===== src/beam_pkg.sv =====
//**********************************************************************
// beam package: coordinate and colour types, host register map,
// default 640x480 raster timing and register reset values
//**********************************************************************
`default_nettype none

package beam_pkg;

    typedef logic [9:0]  coord_t;     // screen position or size, pixels
    typedef logic [2:0]  cfg_addr_t;  // host register address
    typedef logic [15:0] cfg_data_t;  // host write data

    // 4 bits per channel, red in the top nibble
    typedef struct packed {
        logic [3:0] r;
        logic [3:0] g;
        logic [3:0] b;
    } rgb_t;

    // host register map
    localparam cfg_addr_t REG_SIZE  = 3'd0;  // square size
    localparam cfg_addr_t REG_SPEED = 3'd1;  // pixels per frame
    localparam cfg_addr_t REG_FG    = 3'd2;  // square colour
    localparam cfg_addr_t REG_BG    = 3'd3;  // background colour
    localparam cfg_addr_t REG_CTRL  = 3'd4;  // bit 0 animation enable

    // 640x480 @ 60Hz, 25.175 MHz pixel clock
    localparam int H_ACTIVE_DEF = 640;
    localparam int H_FRONT_DEF  = 16;
    localparam int H_SYNC_DEF   = 96;
    localparam int H_BACK_DEF   = 48;
    localparam int V_ACTIVE_DEF = 480;
    localparam int V_FRONT_DEF  = 10;
    localparam int V_SYNC_DEF   = 2;
    localparam int V_BACK_DEF   = 33;

    // register reset values
    localparam coord_t SIZE_RST  = 10'd32;
    localparam coord_t SPEED_RST = 10'd4;
    localparam rgb_t   FG_RST    = '{r: 4'hD, g: 4'hA, b: 4'h3};  // orange
    localparam rgb_t   BG_RST    = '{r: 4'h3, g: 4'h7, b: 4'hD};  // blue
    localparam logic   ANIM_RST  = 1'b1;

endpackage

`default_nettype wire


===== src/display_timings.sv =====
//**********************************************************************
// display timings: horizontal and vertical raster counters with
// active-low sync pulses and display enable decoded from them
//**********************************************************************
`default_nettype none
`timescale 1ns/1ns

module display_timings #(
    parameter int H_ACTIVE = beam_pkg::H_ACTIVE_DEF,
    parameter int H_FRONT  = beam_pkg::H_FRONT_DEF,
    parameter int H_SYNC   = beam_pkg::H_SYNC_DEF,
    parameter int H_BACK   = beam_pkg::H_BACK_DEF,
    parameter int V_ACTIVE = beam_pkg::V_ACTIVE_DEF,
    parameter int V_FRONT  = beam_pkg::V_FRONT_DEF,
    parameter int V_SYNC   = beam_pkg::V_SYNC_DEF,
    parameter int V_BACK   = beam_pkg::V_BACK_DEF
) (
    input  wire logic             clk_pix,    // pixel clock
    input  wire logic             rst_n,      // async reset, active low
    output beam_pkg::coord_t      sx,         // horizontal position
    output beam_pkg::coord_t      sy,         // vertical position
    output logic                  hsync_raw,  // active low, unregistered
    output logic                  vsync_raw,  // active low, unregistered
    output logic                  de          // active picture area
);

    localparam int H_TOTAL = H_ACTIVE + H_FRONT + H_SYNC + H_BACK;
    localparam int V_TOTAL = V_ACTIVE + V_FRONT + V_SYNC + V_BACK;

    // counter end points
    localparam beam_pkg::coord_t H_LAST = beam_pkg::coord_t'(H_TOTAL - 1);
    localparam beam_pkg::coord_t V_LAST = beam_pkg::coord_t'(V_TOTAL - 1);

    // sync windows, both ends inclusive
    localparam beam_pkg::coord_t HS_FIRST = beam_pkg::coord_t'(H_ACTIVE + H_FRONT);
    localparam beam_pkg::coord_t HS_LAST  =
        beam_pkg::coord_t'(H_ACTIVE + H_FRONT + H_SYNC - 1);
    localparam beam_pkg::coord_t VS_FIRST = beam_pkg::coord_t'(V_ACTIVE + V_FRONT);
    localparam beam_pkg::coord_t VS_LAST  =
        beam_pkg::coord_t'(V_ACTIVE + V_FRONT + V_SYNC - 1);

    // last visible pixel and line + 1
    localparam beam_pkg::coord_t H_END = beam_pkg::coord_t'(H_ACTIVE);
    localparam beam_pkg::coord_t V_END = beam_pkg::coord_t'(V_ACTIVE);

    always_ff @(posedge clk_pix or negedge rst_n) begin
        if (!rst_n) begin
            sx <= '0;
            sy <= '0;
        end else if (sx == H_LAST) begin  // end of line
            sx <= '0;
            sy <= (sy == V_LAST) ? '0 : sy + 1'b1;  // wrap at frame end
        end else begin
            sx <= sx + 1'b1;
        end
    end

    // decode straight from the counters
    always_comb begin
        hsync_raw = ~((sx >= HS_FIRST) && (sx <= HS_LAST));
        vsync_raw = ~((sy >= VS_FIRST) && (sy <= VS_LAST));
        de        = (sx < H_END) && (sy < V_END);
    end

endmodule

`default_nettype wire


===== src/beam_regs.sv =====
//**********************************************************************
// beam registers: write-only host configuration behind a four-phase
// req/ack handshake, holding square size, speed, colours and enable
//**********************************************************************
`default_nettype none
`timescale 1ns/1ns

module beam_regs (
    input  wire logic                clk_pix,
    input  wire logic                rst_n,
    input  wire logic                cfg_req,    // host request, held to ack
    input  wire beam_pkg::cfg_addr_t cfg_addr,
    input  wire beam_pkg::cfg_data_t cfg_wdata,
    output logic                     cfg_ack,
    output beam_pkg::coord_t         sq_size,    // never 0
    output beam_pkg::coord_t         sq_speed,
    output beam_pkg::rgb_t           fg,
    output beam_pkg::rgb_t           bg,
    output logic                     anim_en
);

    typedef enum logic {
        S_IDLE,   // waiting for req
        S_ACKED   // ack high, waiting for req to drop
    } state_t;

    state_t state;
    logic   wr_en;   // one cycle per handshake
    logic   size_zero;

    assign wr_en     = cfg_req && (state == S_IDLE);
    assign cfg_ack   = (state == S_ACKED);  // straight from the state flop
    assign size_zero = (cfg_wdata[9:0] == '0);

    // handshake slave
    always_ff @(posedge clk_pix or negedge rst_n) begin
        if (!rst_n) begin
            state <= S_IDLE;
        end else begin
            case (state)
                S_IDLE:  if (cfg_req)  state <= S_ACKED;
                S_ACKED: if (!cfg_req) state <= S_IDLE;  // ack drops next cycle
                default: state <= S_IDLE;
            endcase
        end
    end

    // register file, written on the req edge seen in idle
    always_ff @(posedge clk_pix or negedge rst_n) begin
        if (!rst_n) begin
            sq_size  <= beam_pkg::SIZE_RST;
            sq_speed <= beam_pkg::SPEED_RST;
            fg       <= beam_pkg::FG_RST;
            bg       <= beam_pkg::BG_RST;
            anim_en  <= beam_pkg::ANIM_RST;
        end else if (wr_en) begin
            case (cfg_addr)
                beam_pkg::REG_SIZE:  sq_size  <= size_zero ? 10'd1 : cfg_wdata[9:0];
                beam_pkg::REG_SPEED: sq_speed <= cfg_wdata[9:0];
                beam_pkg::REG_FG:    fg       <= beam_pkg::rgb_t'(cfg_wdata[11:0]);
                beam_pkg::REG_BG:    bg       <= beam_pkg::rgb_t'(cfg_wdata[11:0]);
                beam_pkg::REG_CTRL:  anim_en  <= cfg_wdata[0];
                default: ;  // unmapped, ack only
            endcase
        end
    end

endmodule

`default_nettype wire


===== src/square_mover.sv =====
//**********************************************************************
// square mover: steps the square once per frame at the start of
// vertical blanking, wrapping to the next row and back to the top
//**********************************************************************
`default_nettype none
`timescale 1ns/1ns

module square_mover #(
    parameter int H_TOTAL  = 800,  // full line incl. blanking
    parameter int V_TOTAL  = 525,  // full frame incl. blanking
    parameter int V_ACTIVE = 480   // first blanking line
) (
    input  wire logic             clk_pix,
    input  wire logic             rst_n,
    input  wire beam_pkg::coord_t sx,
    input  wire beam_pkg::coord_t sy,
    input  wire beam_pkg::coord_t sq_size,
    input  wire beam_pkg::coord_t sq_speed,
    input  wire logic             anim_en,
    output beam_pkg::coord_t      qx,        // top-left corner
    output beam_pkg::coord_t      qy
);

    localparam beam_pkg::coord_t V_BLANK = beam_pkg::coord_t'(V_ACTIVE);

    // edge limits in the 11-bit domain of the sums below
    localparam logic [10:0] H_LIMIT = 11'(H_TOTAL);
    localparam logic [10:0] V_LIMIT = 11'(V_TOTAL);

    logic        frame_tick;  // one clock per frame
    logic [10:0] qx_far;      // qx + size, can exceed 10 bits
    logic [10:0] qy_far;
    logic        x_wrap;
    logic        y_wrap;

    assign frame_tick = anim_en && (sy == V_BLANK) && (sx == '0);

    // qx >= H_TOTAL - size, written as a sum so it never underflows
    assign qx_far = {1'b0, qx} + {1'b0, sq_size};
    assign qy_far = {1'b0, qy} + {1'b0, sq_size};
    assign x_wrap = (qx_far >= H_LIMIT);
    assign y_wrap = (qy_far >= V_LIMIT);

    always_ff @(posedge clk_pix or negedge rst_n) begin
        if (!rst_n) begin
            qx <= '0;
            qy <= '0;
        end else if (frame_tick) begin
            if (x_wrap) begin
                qx <= '0;                           // back to left edge
                qy <= y_wrap ? '0 : qy_far[9:0];    // next row or top
            end else begin
                qx <= qx + sq_speed;
            end
        end
    end

endmodule

`default_nettype wire


===== src/pixel_shader.sv =====
//**********************************************************************
// pixel shader: square hit test and colour select, registered with
// both syncs so colour and sync leave on the same clock
//**********************************************************************
`default_nettype none
`timescale 1ns/1ns

module pixel_shader (
    input  wire logic             clk_pix,
    input  wire logic             rst_n,
    input  wire beam_pkg::coord_t sx,
    input  wire beam_pkg::coord_t sy,
    input  wire beam_pkg::coord_t qx,
    input  wire beam_pkg::coord_t qy,
    input  wire beam_pkg::coord_t sq_size,
    input  wire beam_pkg::rgb_t   fg,
    input  wire beam_pkg::rgb_t   bg,
    input  wire logic             de,
    input  wire logic             hsync_raw,
    input  wire logic             vsync_raw,
    output logic [3:0]            vga_r,
    output logic [3:0]            vga_g,
    output logic [3:0]            vga_b,
    output logic                  vga_hsync,  // active low
    output logic                  vga_vsync   // active low
);

    logic [10:0]    qx_far;  // right edge, exclusive
    logic [10:0]    qy_far;  // bottom edge, exclusive
    logic           q_hit;
    beam_pkg::rgb_t colour;

    assign qx_far = {1'b0, qx} + {1'b0, sq_size};
    assign qy_far = {1'b0, qy} + {1'b0, sq_size};

    // inside the square at this beam position?
    assign q_hit = (sx >= qx) && ({1'b0, sx} < qx_far)
                && (sy >= qy) && ({1'b0, sy} < qy_far);

    always_comb begin
        if (!de)
            colour = '0;  // black in blanking
        else
            colour = q_hit ? fg : bg;
    end

    // one clock from counters to pins
    always_ff @(posedge clk_pix or negedge rst_n) begin
        if (!rst_n) begin
            vga_r     <= '0;
            vga_g     <= '0;
            vga_b     <= '0;
            vga_hsync <= 1'b1;  // inactive
            vga_vsync <= 1'b1;
        end else begin
            vga_r     <= colour.r;
            vga_g     <= colour.g;
            vga_b     <= colour.b;
            vga_hsync <= hsync_raw;
            vga_vsync <= vsync_raw;
        end
    end

endmodule

`default_nettype wire


===== src/beam_top.sv =====
//**********************************************************************
// beam top: raster timing, host registers, square mover and shader
//**********************************************************************
`default_nettype none
`timescale 1ns/1ns

module beam_top #(
    parameter int H_ACTIVE = beam_pkg::H_ACTIVE_DEF,
    parameter int H_FRONT  = beam_pkg::H_FRONT_DEF,
    parameter int H_SYNC   = beam_pkg::H_SYNC_DEF,
    parameter int H_BACK   = beam_pkg::H_BACK_DEF,
    parameter int V_ACTIVE = beam_pkg::V_ACTIVE_DEF,
    parameter int V_FRONT  = beam_pkg::V_FRONT_DEF,
    parameter int V_SYNC   = beam_pkg::V_SYNC_DEF,
    parameter int V_BACK   = beam_pkg::V_BACK_DEF
) (
    input  wire logic                clk_pix,
    input  wire logic                rst_n,
    input  wire logic                cfg_req,
    input  wire beam_pkg::cfg_addr_t cfg_addr,
    input  wire beam_pkg::cfg_data_t cfg_wdata,
    output logic                     cfg_ack,
    output logic [3:0]               vga_r,
    output logic [3:0]               vga_g,
    output logic [3:0]               vga_b,
    output logic                     vga_hsync,
    output logic                     vga_vsync
);

    // full line and frame including blanking
    localparam int H_TOTAL = H_ACTIVE + H_FRONT + H_SYNC + H_BACK;
    localparam int V_TOTAL = V_ACTIVE + V_FRONT + V_SYNC + V_BACK;

    beam_pkg::coord_t sx, sy;        // beam position
    logic             hsync_raw, vsync_raw, de;
    beam_pkg::coord_t sq_size, sq_speed;
    beam_pkg::rgb_t   fg, bg;
    logic             anim_en;
    beam_pkg::coord_t qx, qy;        // square corner

    display_timings #(
        .H_ACTIVE(H_ACTIVE), .H_FRONT(H_FRONT), .H_SYNC(H_SYNC), .H_BACK(H_BACK),
        .V_ACTIVE(V_ACTIVE), .V_FRONT(V_FRONT), .V_SYNC(V_SYNC), .V_BACK(V_BACK)
    ) u_timings (
        .clk_pix, .rst_n, .sx, .sy, .hsync_raw, .vsync_raw, .de
    );

    beam_regs u_regs (
        .clk_pix, .rst_n, .cfg_req, .cfg_addr, .cfg_wdata, .cfg_ack,
        .sq_size, .sq_speed, .fg, .bg, .anim_en
    );

    square_mover #(
        .H_TOTAL(H_TOTAL), .V_TOTAL(V_TOTAL), .V_ACTIVE(V_ACTIVE)
    ) u_mover (
        .clk_pix, .rst_n, .sx, .sy, .sq_size, .sq_speed, .anim_en, .qx, .qy
    );

    pixel_shader u_shader (
        .clk_pix, .rst_n, .sx, .sy, .qx, .qy, .sq_size, .fg, .bg,
        .de, .hsync_raw, .vsync_raw,
        .vga_r, .vga_g, .vga_b, .vga_hsync, .vga_vsync
    );

endmodule

`default_nettype wire


===== config.mk =====
export PLATFORM = sky130hd
export DESIGN_NAME = beam_top
export DESIGN_NICKNAME = d
export VERILOG_FILES = /design/src/beam_pkg.sv /design/src/display_timings.sv /design/src/beam_regs.sv /design/src/square_mover.sv /design/src/pixel_shader.sv /design/src/beam_top.sv
export SDC_FILE = /design/constraint.sdc
export NUM_CORES = 1
export LEC_CHECK = 0
export ABC_AREA = 1
export BUFFER_PORTS_ARGS = -buffer_cell sky130_fd_sc_hd__buf_2
export CAP_MARGIN = 20
export CORE_MARGIN = 3
export CORE_UTILIZATION = 67
export CTS_BUF_LIST = sky130_fd_sc_hd__clkbuf_16
export DETAILED_ROUTE_END_ITERATION = 8
export PLACE_DENSITY = 0.92
export SYNTH_ARGS = -nofsm -noshare
export SYNTH_HDL_FRONTEND = slang
export SYNTH_SLANG_ARGS = --single-unit

===== constraint.sdc =====
create_clock -name clk_pix -period 5.3 [get_ports clk_pix]
set_input_delay 1.06 -clock clk_pix [delete_from_list [all_inputs] [get_ports clk_pix]]
set_output_delay 1.06 -clock clk_pix [all_outputs]
set_load 0.05 [all_outputs]

# Word level (Yosys, flattened, before mapping)
# Index checks and enable logic that the tools add are counted.
# word_totals
ff_bits,100
word_cells,72
# classes
addsub,5
n_lt_le_gt_ge,12
n_eq_ne,7
n_mux,8
bitwise_logic,3
reduce_logical,18
# op_table
operator,count
two-way mux 10 bit,5
two-way mux 12 bit,2
adder 10 x 10 -> 11 bit,2
>= comparator 11 x 10 -> 1 bit (second input constant),2
less-than comparator 10 x 11 -> 1 bit,2
adder 10 x 1 -> 10 bit (second input constant),2
== test 10 bit (second input constant),2
>= comparator 10 bit,2
zero test 10 bit,2
AND reduction 2 bit,6
adder 10 bit,1
== test 10 x 9 -> 1 bit (second input constant),1
>= comparator 10 bit (second input constant),1
>= comparator 10 x 9 -> 1 bit (second input constant),1
less-or-equal comparator 10 bit (second input constant),1
less-or-equal comparator 10 x 9 -> 1 bit (second input constant),1
less-than comparator 10 bit (second input constant),1
less-than comparator 10 x 9 -> 1 bit (second input constant),1
logical AND 1 bit,9
== test 3 x 2 -> 1 bit (second input constant),2
== test 3 x 1 -> 1 bit (second input constant),1
== test 3 bit (second input constant),1
zero test 3 bit,1
NOT 1 bit,3
two-way mux 1 bit,1

# Longest topological paths before layout
# depth
word_depth,7
ltp_mapped,24
ltp_nobuf,23

# Hierarchy
# Synthesis repeated with hierarchy kept, for this count alone.
# unflattened
cells_unflattened,1119
hier_area_um2,8328.0
# by_module_without_submodules
mod,n_inst,cells_each,area_each_um2,seq_area_each_um2
pixel_shader,1,390,2561.2,352.8
square_mover,1,404,2558.7,500.5
beam_regs,1,175,2029.4,1173.6
display_timings,1,150,1178.6,500.5

# Least setup slack after synthesis
# Ideal clock, no wire load.
# synth_path
kind,register to register
from,register u_regs.sq_size[0]
to,register u_shader.vga_b[1]
setup_time_ps,114
arrival_ps,2668
required_ps,5186
path_slack_ps,2518
stages_incl_launch_ff,22
path_buffers,1
synth_period_minus_slack_ps,2782
path_cell_list,dfrtp_1 -> ha_1 -> fa_1 -> nand2_1 -> nand2_1 -> nand3b_1 -> nand3_1 -> nand2_1 -> inv_1 -> ha_1 -> a21oi_1 -> o21a_1 -> nand2_1 -> nand2_1 -> nand2_1 -> nand2_1 -> nand2_1 -> nand2_1 -> buf_2 -> nand4_1 -> nand2_1 -> nor2_1
# synth_lines
element,line_no,source
from (decl),beam_regs.sv:15,"output beam_pkg::coord_t sq_size,"
from (signal assigned),beam_regs.sv:51,sq_size <= beam_pkg::SIZE_RST;
from (signal assigned),beam_regs.sv:58,beam_pkg::REG_SIZE: sq_size <= size_zero ? 10'd1 : cfg_wdata[9:0];
to (signal assigned),pixel_shader.sv:58,vga_b <= colour.b;
to (decl),pixel_shader.sv:23,"output logic [3:0] vga_b,"

==> results <==
- For this run, global-route usage on met1 was measured as 40.98%.
- The worst path arrival time is 4020 ps.
- The number of diodes added for antenna fixing is 0.
- Setup slack closes at 1552 ps.
- The full die area is 11180 µm².
- The number of gates resized after CTS was 0.
- In this run the standard cell core region covers 9459 µm².
- The final weighted congestion in routability-driven placement is 0.9253.
- The detailed router finished its first iteration with 495 violations.
- Synthesis handed over a netlist of 873 instances.
- The buffer depth of the longest clock path is 2.
- The met2 global-route usage is 49.45%.
- For this block, the via count after detailed routing is 6099.
- The met3 track demand over resource is 5.083%.
- The estimated wirelength of the detail-placed design is 11840 µm.
- Setup violations remaining at the end of the flow were counted as 0.
- Summed over all cells, the static leakage comes to 3.854 nW.
- The worst-case IR drop observed on VDD is 0.1991 mV.
- The synthesized design devotes to its leading area cell type 30.04% of total area.
- The layer carrying the most global-route usage is met2.
- The number of nets in the synthesized netlist is 968.
- The count of buffers from port buffering is 32.
- The first-pass GRT wire length is 27680 µm.
- The CTS tree is done.
- The most used flip-flop cell after synthesis is sky130_fd_sc_hd__dfrtp_1.
- The synthesized area per cell is 7.635 µm².
- The share of the cycle needed by the critical path after routing is 70.72%.
- Setup total negative slack on the finished layout was measured at 0 ps.
- The share of post-route cells with drive strength above 1 is 8.960%.
- The width of the die is 105.7 µm.
- The peak clock frequency supported by timing is 266.8 MHz.
- Dividing the detail-routed wire length by the instance count gives 16.10 µm.
- The share of flip-flops with an asynchronous set or reset is 100.0%.
- Sorting the synthesized cells by how often they occur yields sky130_fd_sc_hd__nand2_1 (206), sky130_fd_sc_hd__inv_1 (137), sky130_fd_sc_hd__dfrtp_1 (80), sky130_fd_sc_hd__ha_1 (70), sky130_fd_sc_hd__nor2_1 (68).
- The number of placed I/O pins is 37.
- After detailed routing, the number of remaining DRC violations is 0.
- The largest net degree at the start of global routing is 58.
- The distinct cell type count of the synthesized netlist is 42.
- The post-synth design cell area is 6665 µm².
- Buffers inserted during clock tree synthesis total 9.
- The run finished with clean final reports.
- The vertical die dimension is 105.7 µm.
- The detail-routed via count per cell is 5.904.
- The clock reaches the later pin of the worst-skew pair after 350 ps.
- Once the floorplan was initialized, standard cells occupied 70.46% of the core.
- The cell with the most instances after synthesis is sky130_fd_sc_hd__nand2_1.
- The number of setup buffers added after CTS is 0.
- The CTS clock-pin slew for the worst setup and hold paths is 80 ps.
- The warning count from the yosys run is 0.
- The power density over cell area is 326.9 nW/µm².
- STA classifies the critical path startpoint as a flip-flop.
- The final-report hold violation count is 0.
- The H-tree generated during clock tree synthesis spans 3 levels.
- The area added between synthesis and finish is 8.523%.
- The largest fanout on the critical path is 13.
- Of the synthesized area, sequential elements account for 37.92%.
- The number of nets in the layout is 994.
- Global routing used 30.60% of the available tracks.
- The setup path with the least slack is of type flip-flop to flip-flop.
- STA classifies the critical path endpoint as a flip-flop.
- The hold buffer count at cts is 0.
- By area the synthesized netlist is led by sky130_fd_sc_hd__dfrtp_1 (30%), sky130_fd_sc_hd__ha_1 (13%), sky130_fd_sc_hd__nand2_1 (12%).
- The final critical path time including I/O delays and setup is 3748 ps.
- The number of synthesized flops with an enable pin is 0.
- The cell chosen for the clock root is sky130_fd_sc_hd__clkbuf_16.
- sky130_fd_sc_hd__dfrtp_1 takes more of the synthesized area than any other cell.
- The number of pins exceeding their max-slew limit in the final report was 0.
- The pin slew with the least headroom to its limit is 893.7 ps.
- The number of max-cap violations is 0.
- The initial antenna violation count is 0.
- The length of the first detailed-routing pass in iterations is 6.
- The via count of the first global-routing pass was 5817.
- The overall overflow remaining after global route is 0.
- The data required time of the critical path is 5570 ps.
- The worst hold-check path type is flip-flop to flip-flop.
- Setup repair after global routing left no endpoint under its margin.
- Hold is met by 489.8 ps.
- For this design, the sink count on the clock tree is 100.
- For this block, the routed nets add up to 16630 µm of wire.
- The final worst clock skew is 8.464 ps.
- The number of storage elements in the synthesis netlist is 100.
- The post-placement setup slack is 1687 ps.
- The standard-cell row count is 35.
- In this run the tightest slew margin relative to its limit is 40.25%.
- In this run the remaining antenna-violating nets after routing total 0.
## placed cells by master, fill, tap and decap left out, drive strengths merged, types with 8 or more instances in the layout
master	netlist	layout
a21oi	43	43
buf	8	34
clkbuf	11	9
dfrtp	80	80
dfstp	20	20
ha	70	70
inv	137	140
nand2	208	208
nand3	51	51
nand4	28	28
nor2	71	71
nor3	15	15
o21ai	74	74
xnor2	8	8
xor2	13	13
## kinds of logic (layout without fill, tap and decap cells)
logic type	Yosys count	in the layout	share of synthesized area [%]
simple gates	387	387	25.12
flops	100	100	37.92
fa+ha+maj	73	73	14.04
compound gates	136	136	11.09
xor+xnor	21	21	2.760
buf+inv	156	187	9.067
## state kept, by name, summed over array words and instances (netlist names), 4 cells and up
signal / count
u_shader.vga_b: 4
u_timings.sx: 10
u_mover.qx: 10
u_shader.vga_r: 4
u_regs.sq_size: 10
u_regs.fg: 12
u_shader.vga_g: 4
u_regs.bg: 12
u_timings.sy: 10
u_mover.qy: 10
u_regs.sq_speed: 10
## path summary, 6_finish.rpt
| check | startpoint | end | slack, ps | depth (start not counted) |
|---|---|---|---|---|
| max | u_regs.sq_size[0]$_DFFE_PN0P_ | u_shader.vga_b[1]$_DFF_PN0_ | 1550 | 21 |
| min | u_regs.bg[11]$_DFFE_PN0P_ | u_regs.bg[11]$_DFFE_PN0P_ | 490 | 2 |
| max reg2reg | u_regs.sq_size[0]$_DFFE_PN0P_ | u_shader.vga_b[1]$_DFF_PN0_ | 1550 | 21 |
| min reg2reg | u_regs.bg[11]$_DFFE_PN0P_ | u_regs.bg[11]$_DFFE_PN0P_ | 490 | 2 |
| max in group asynchronous | rst_n | u_mover.qy[9]$_DFFE_PN0P_ | 3480 | 2 |
| min in group asynchronous | rst_n | u_timings.sx[8]$_DFF_PN0_ | 760 | 1 |
## layer usage
layer	up-vias	share of wire (%)
met5	-	0
met4	0	3.8
met3	60	8.3
met2	281	47
met1	2848	41
li1	2910	-
## power breakdown
| group | internal, mW | switching, mW |
|---|---|---|
| clock network | 0.380 | 0.326 |
| logic | 0.198 | 0.483 |
| registers | 0.898 | 0.0796 |
## area by class of cell
cell class	instances	area, µm²
multi-input combinational	617	3533
clock buffer	9	225.2
inverter	137	514.2
tap	129	161.4
timing repair buffer	34	177.7
sequential	100	2527
fill	670	2226
clock inverter	7	93.84
## metrics by stage
step	cell area (µm²)	power, mW	utilization [%]	cells
5_1_grt	7233	2.481	76.47	1033
3_3_place_gp	6914	1.622	73.10	1017
2_1_floorplan	6665	1.478	-	873
3_5_place_dp	6914	1.648	73.10	1017
4_1_cts	7233	2.358	76.47	1033
6_report	7233	2.364	76.47	1033
## critical path, cell delays in order (launching register included)
cell	delay, ps
sky130_fd_sc_hd__dfrtp_1	460
sky130_fd_sc_hd__ha_1	300
sky130_fd_sc_hd__fa_1	420
sky130_fd_sc_hd__nand2_1	80
sky130_fd_sc_hd__nand2_1	100
sky130_fd_sc_hd__nand3b_1	130
sky130_fd_sc_hd__nand3_1	80
sky130_fd_sc_hd__nand2_1	100
sky130_fd_sc_hd__inv_1	70
sky130_fd_sc_hd__ha_1	310
sky130_fd_sc_hd__a21oi_1	170
sky130_fd_sc_hd__o21a_1	130
sky130_fd_sc_hd__nand2_1	50
sky130_fd_sc_hd__nand2_1	50
sky130_fd_sc_hd__nand2_1	60
sky130_fd_sc_hd__nand2_1	60
sky130_fd_sc_hd__nand2_1	50
sky130_fd_sc_hd__nand2_1	370
sky130_fd_sc_hd__nand3_2	320
sky130_fd_sc_hd__nand2_1	170
sky130_fd_sc_hd__inv_1	50
sky130_fd_sc_hd__nor2_1	130
(Power assumes the default switching activity.)
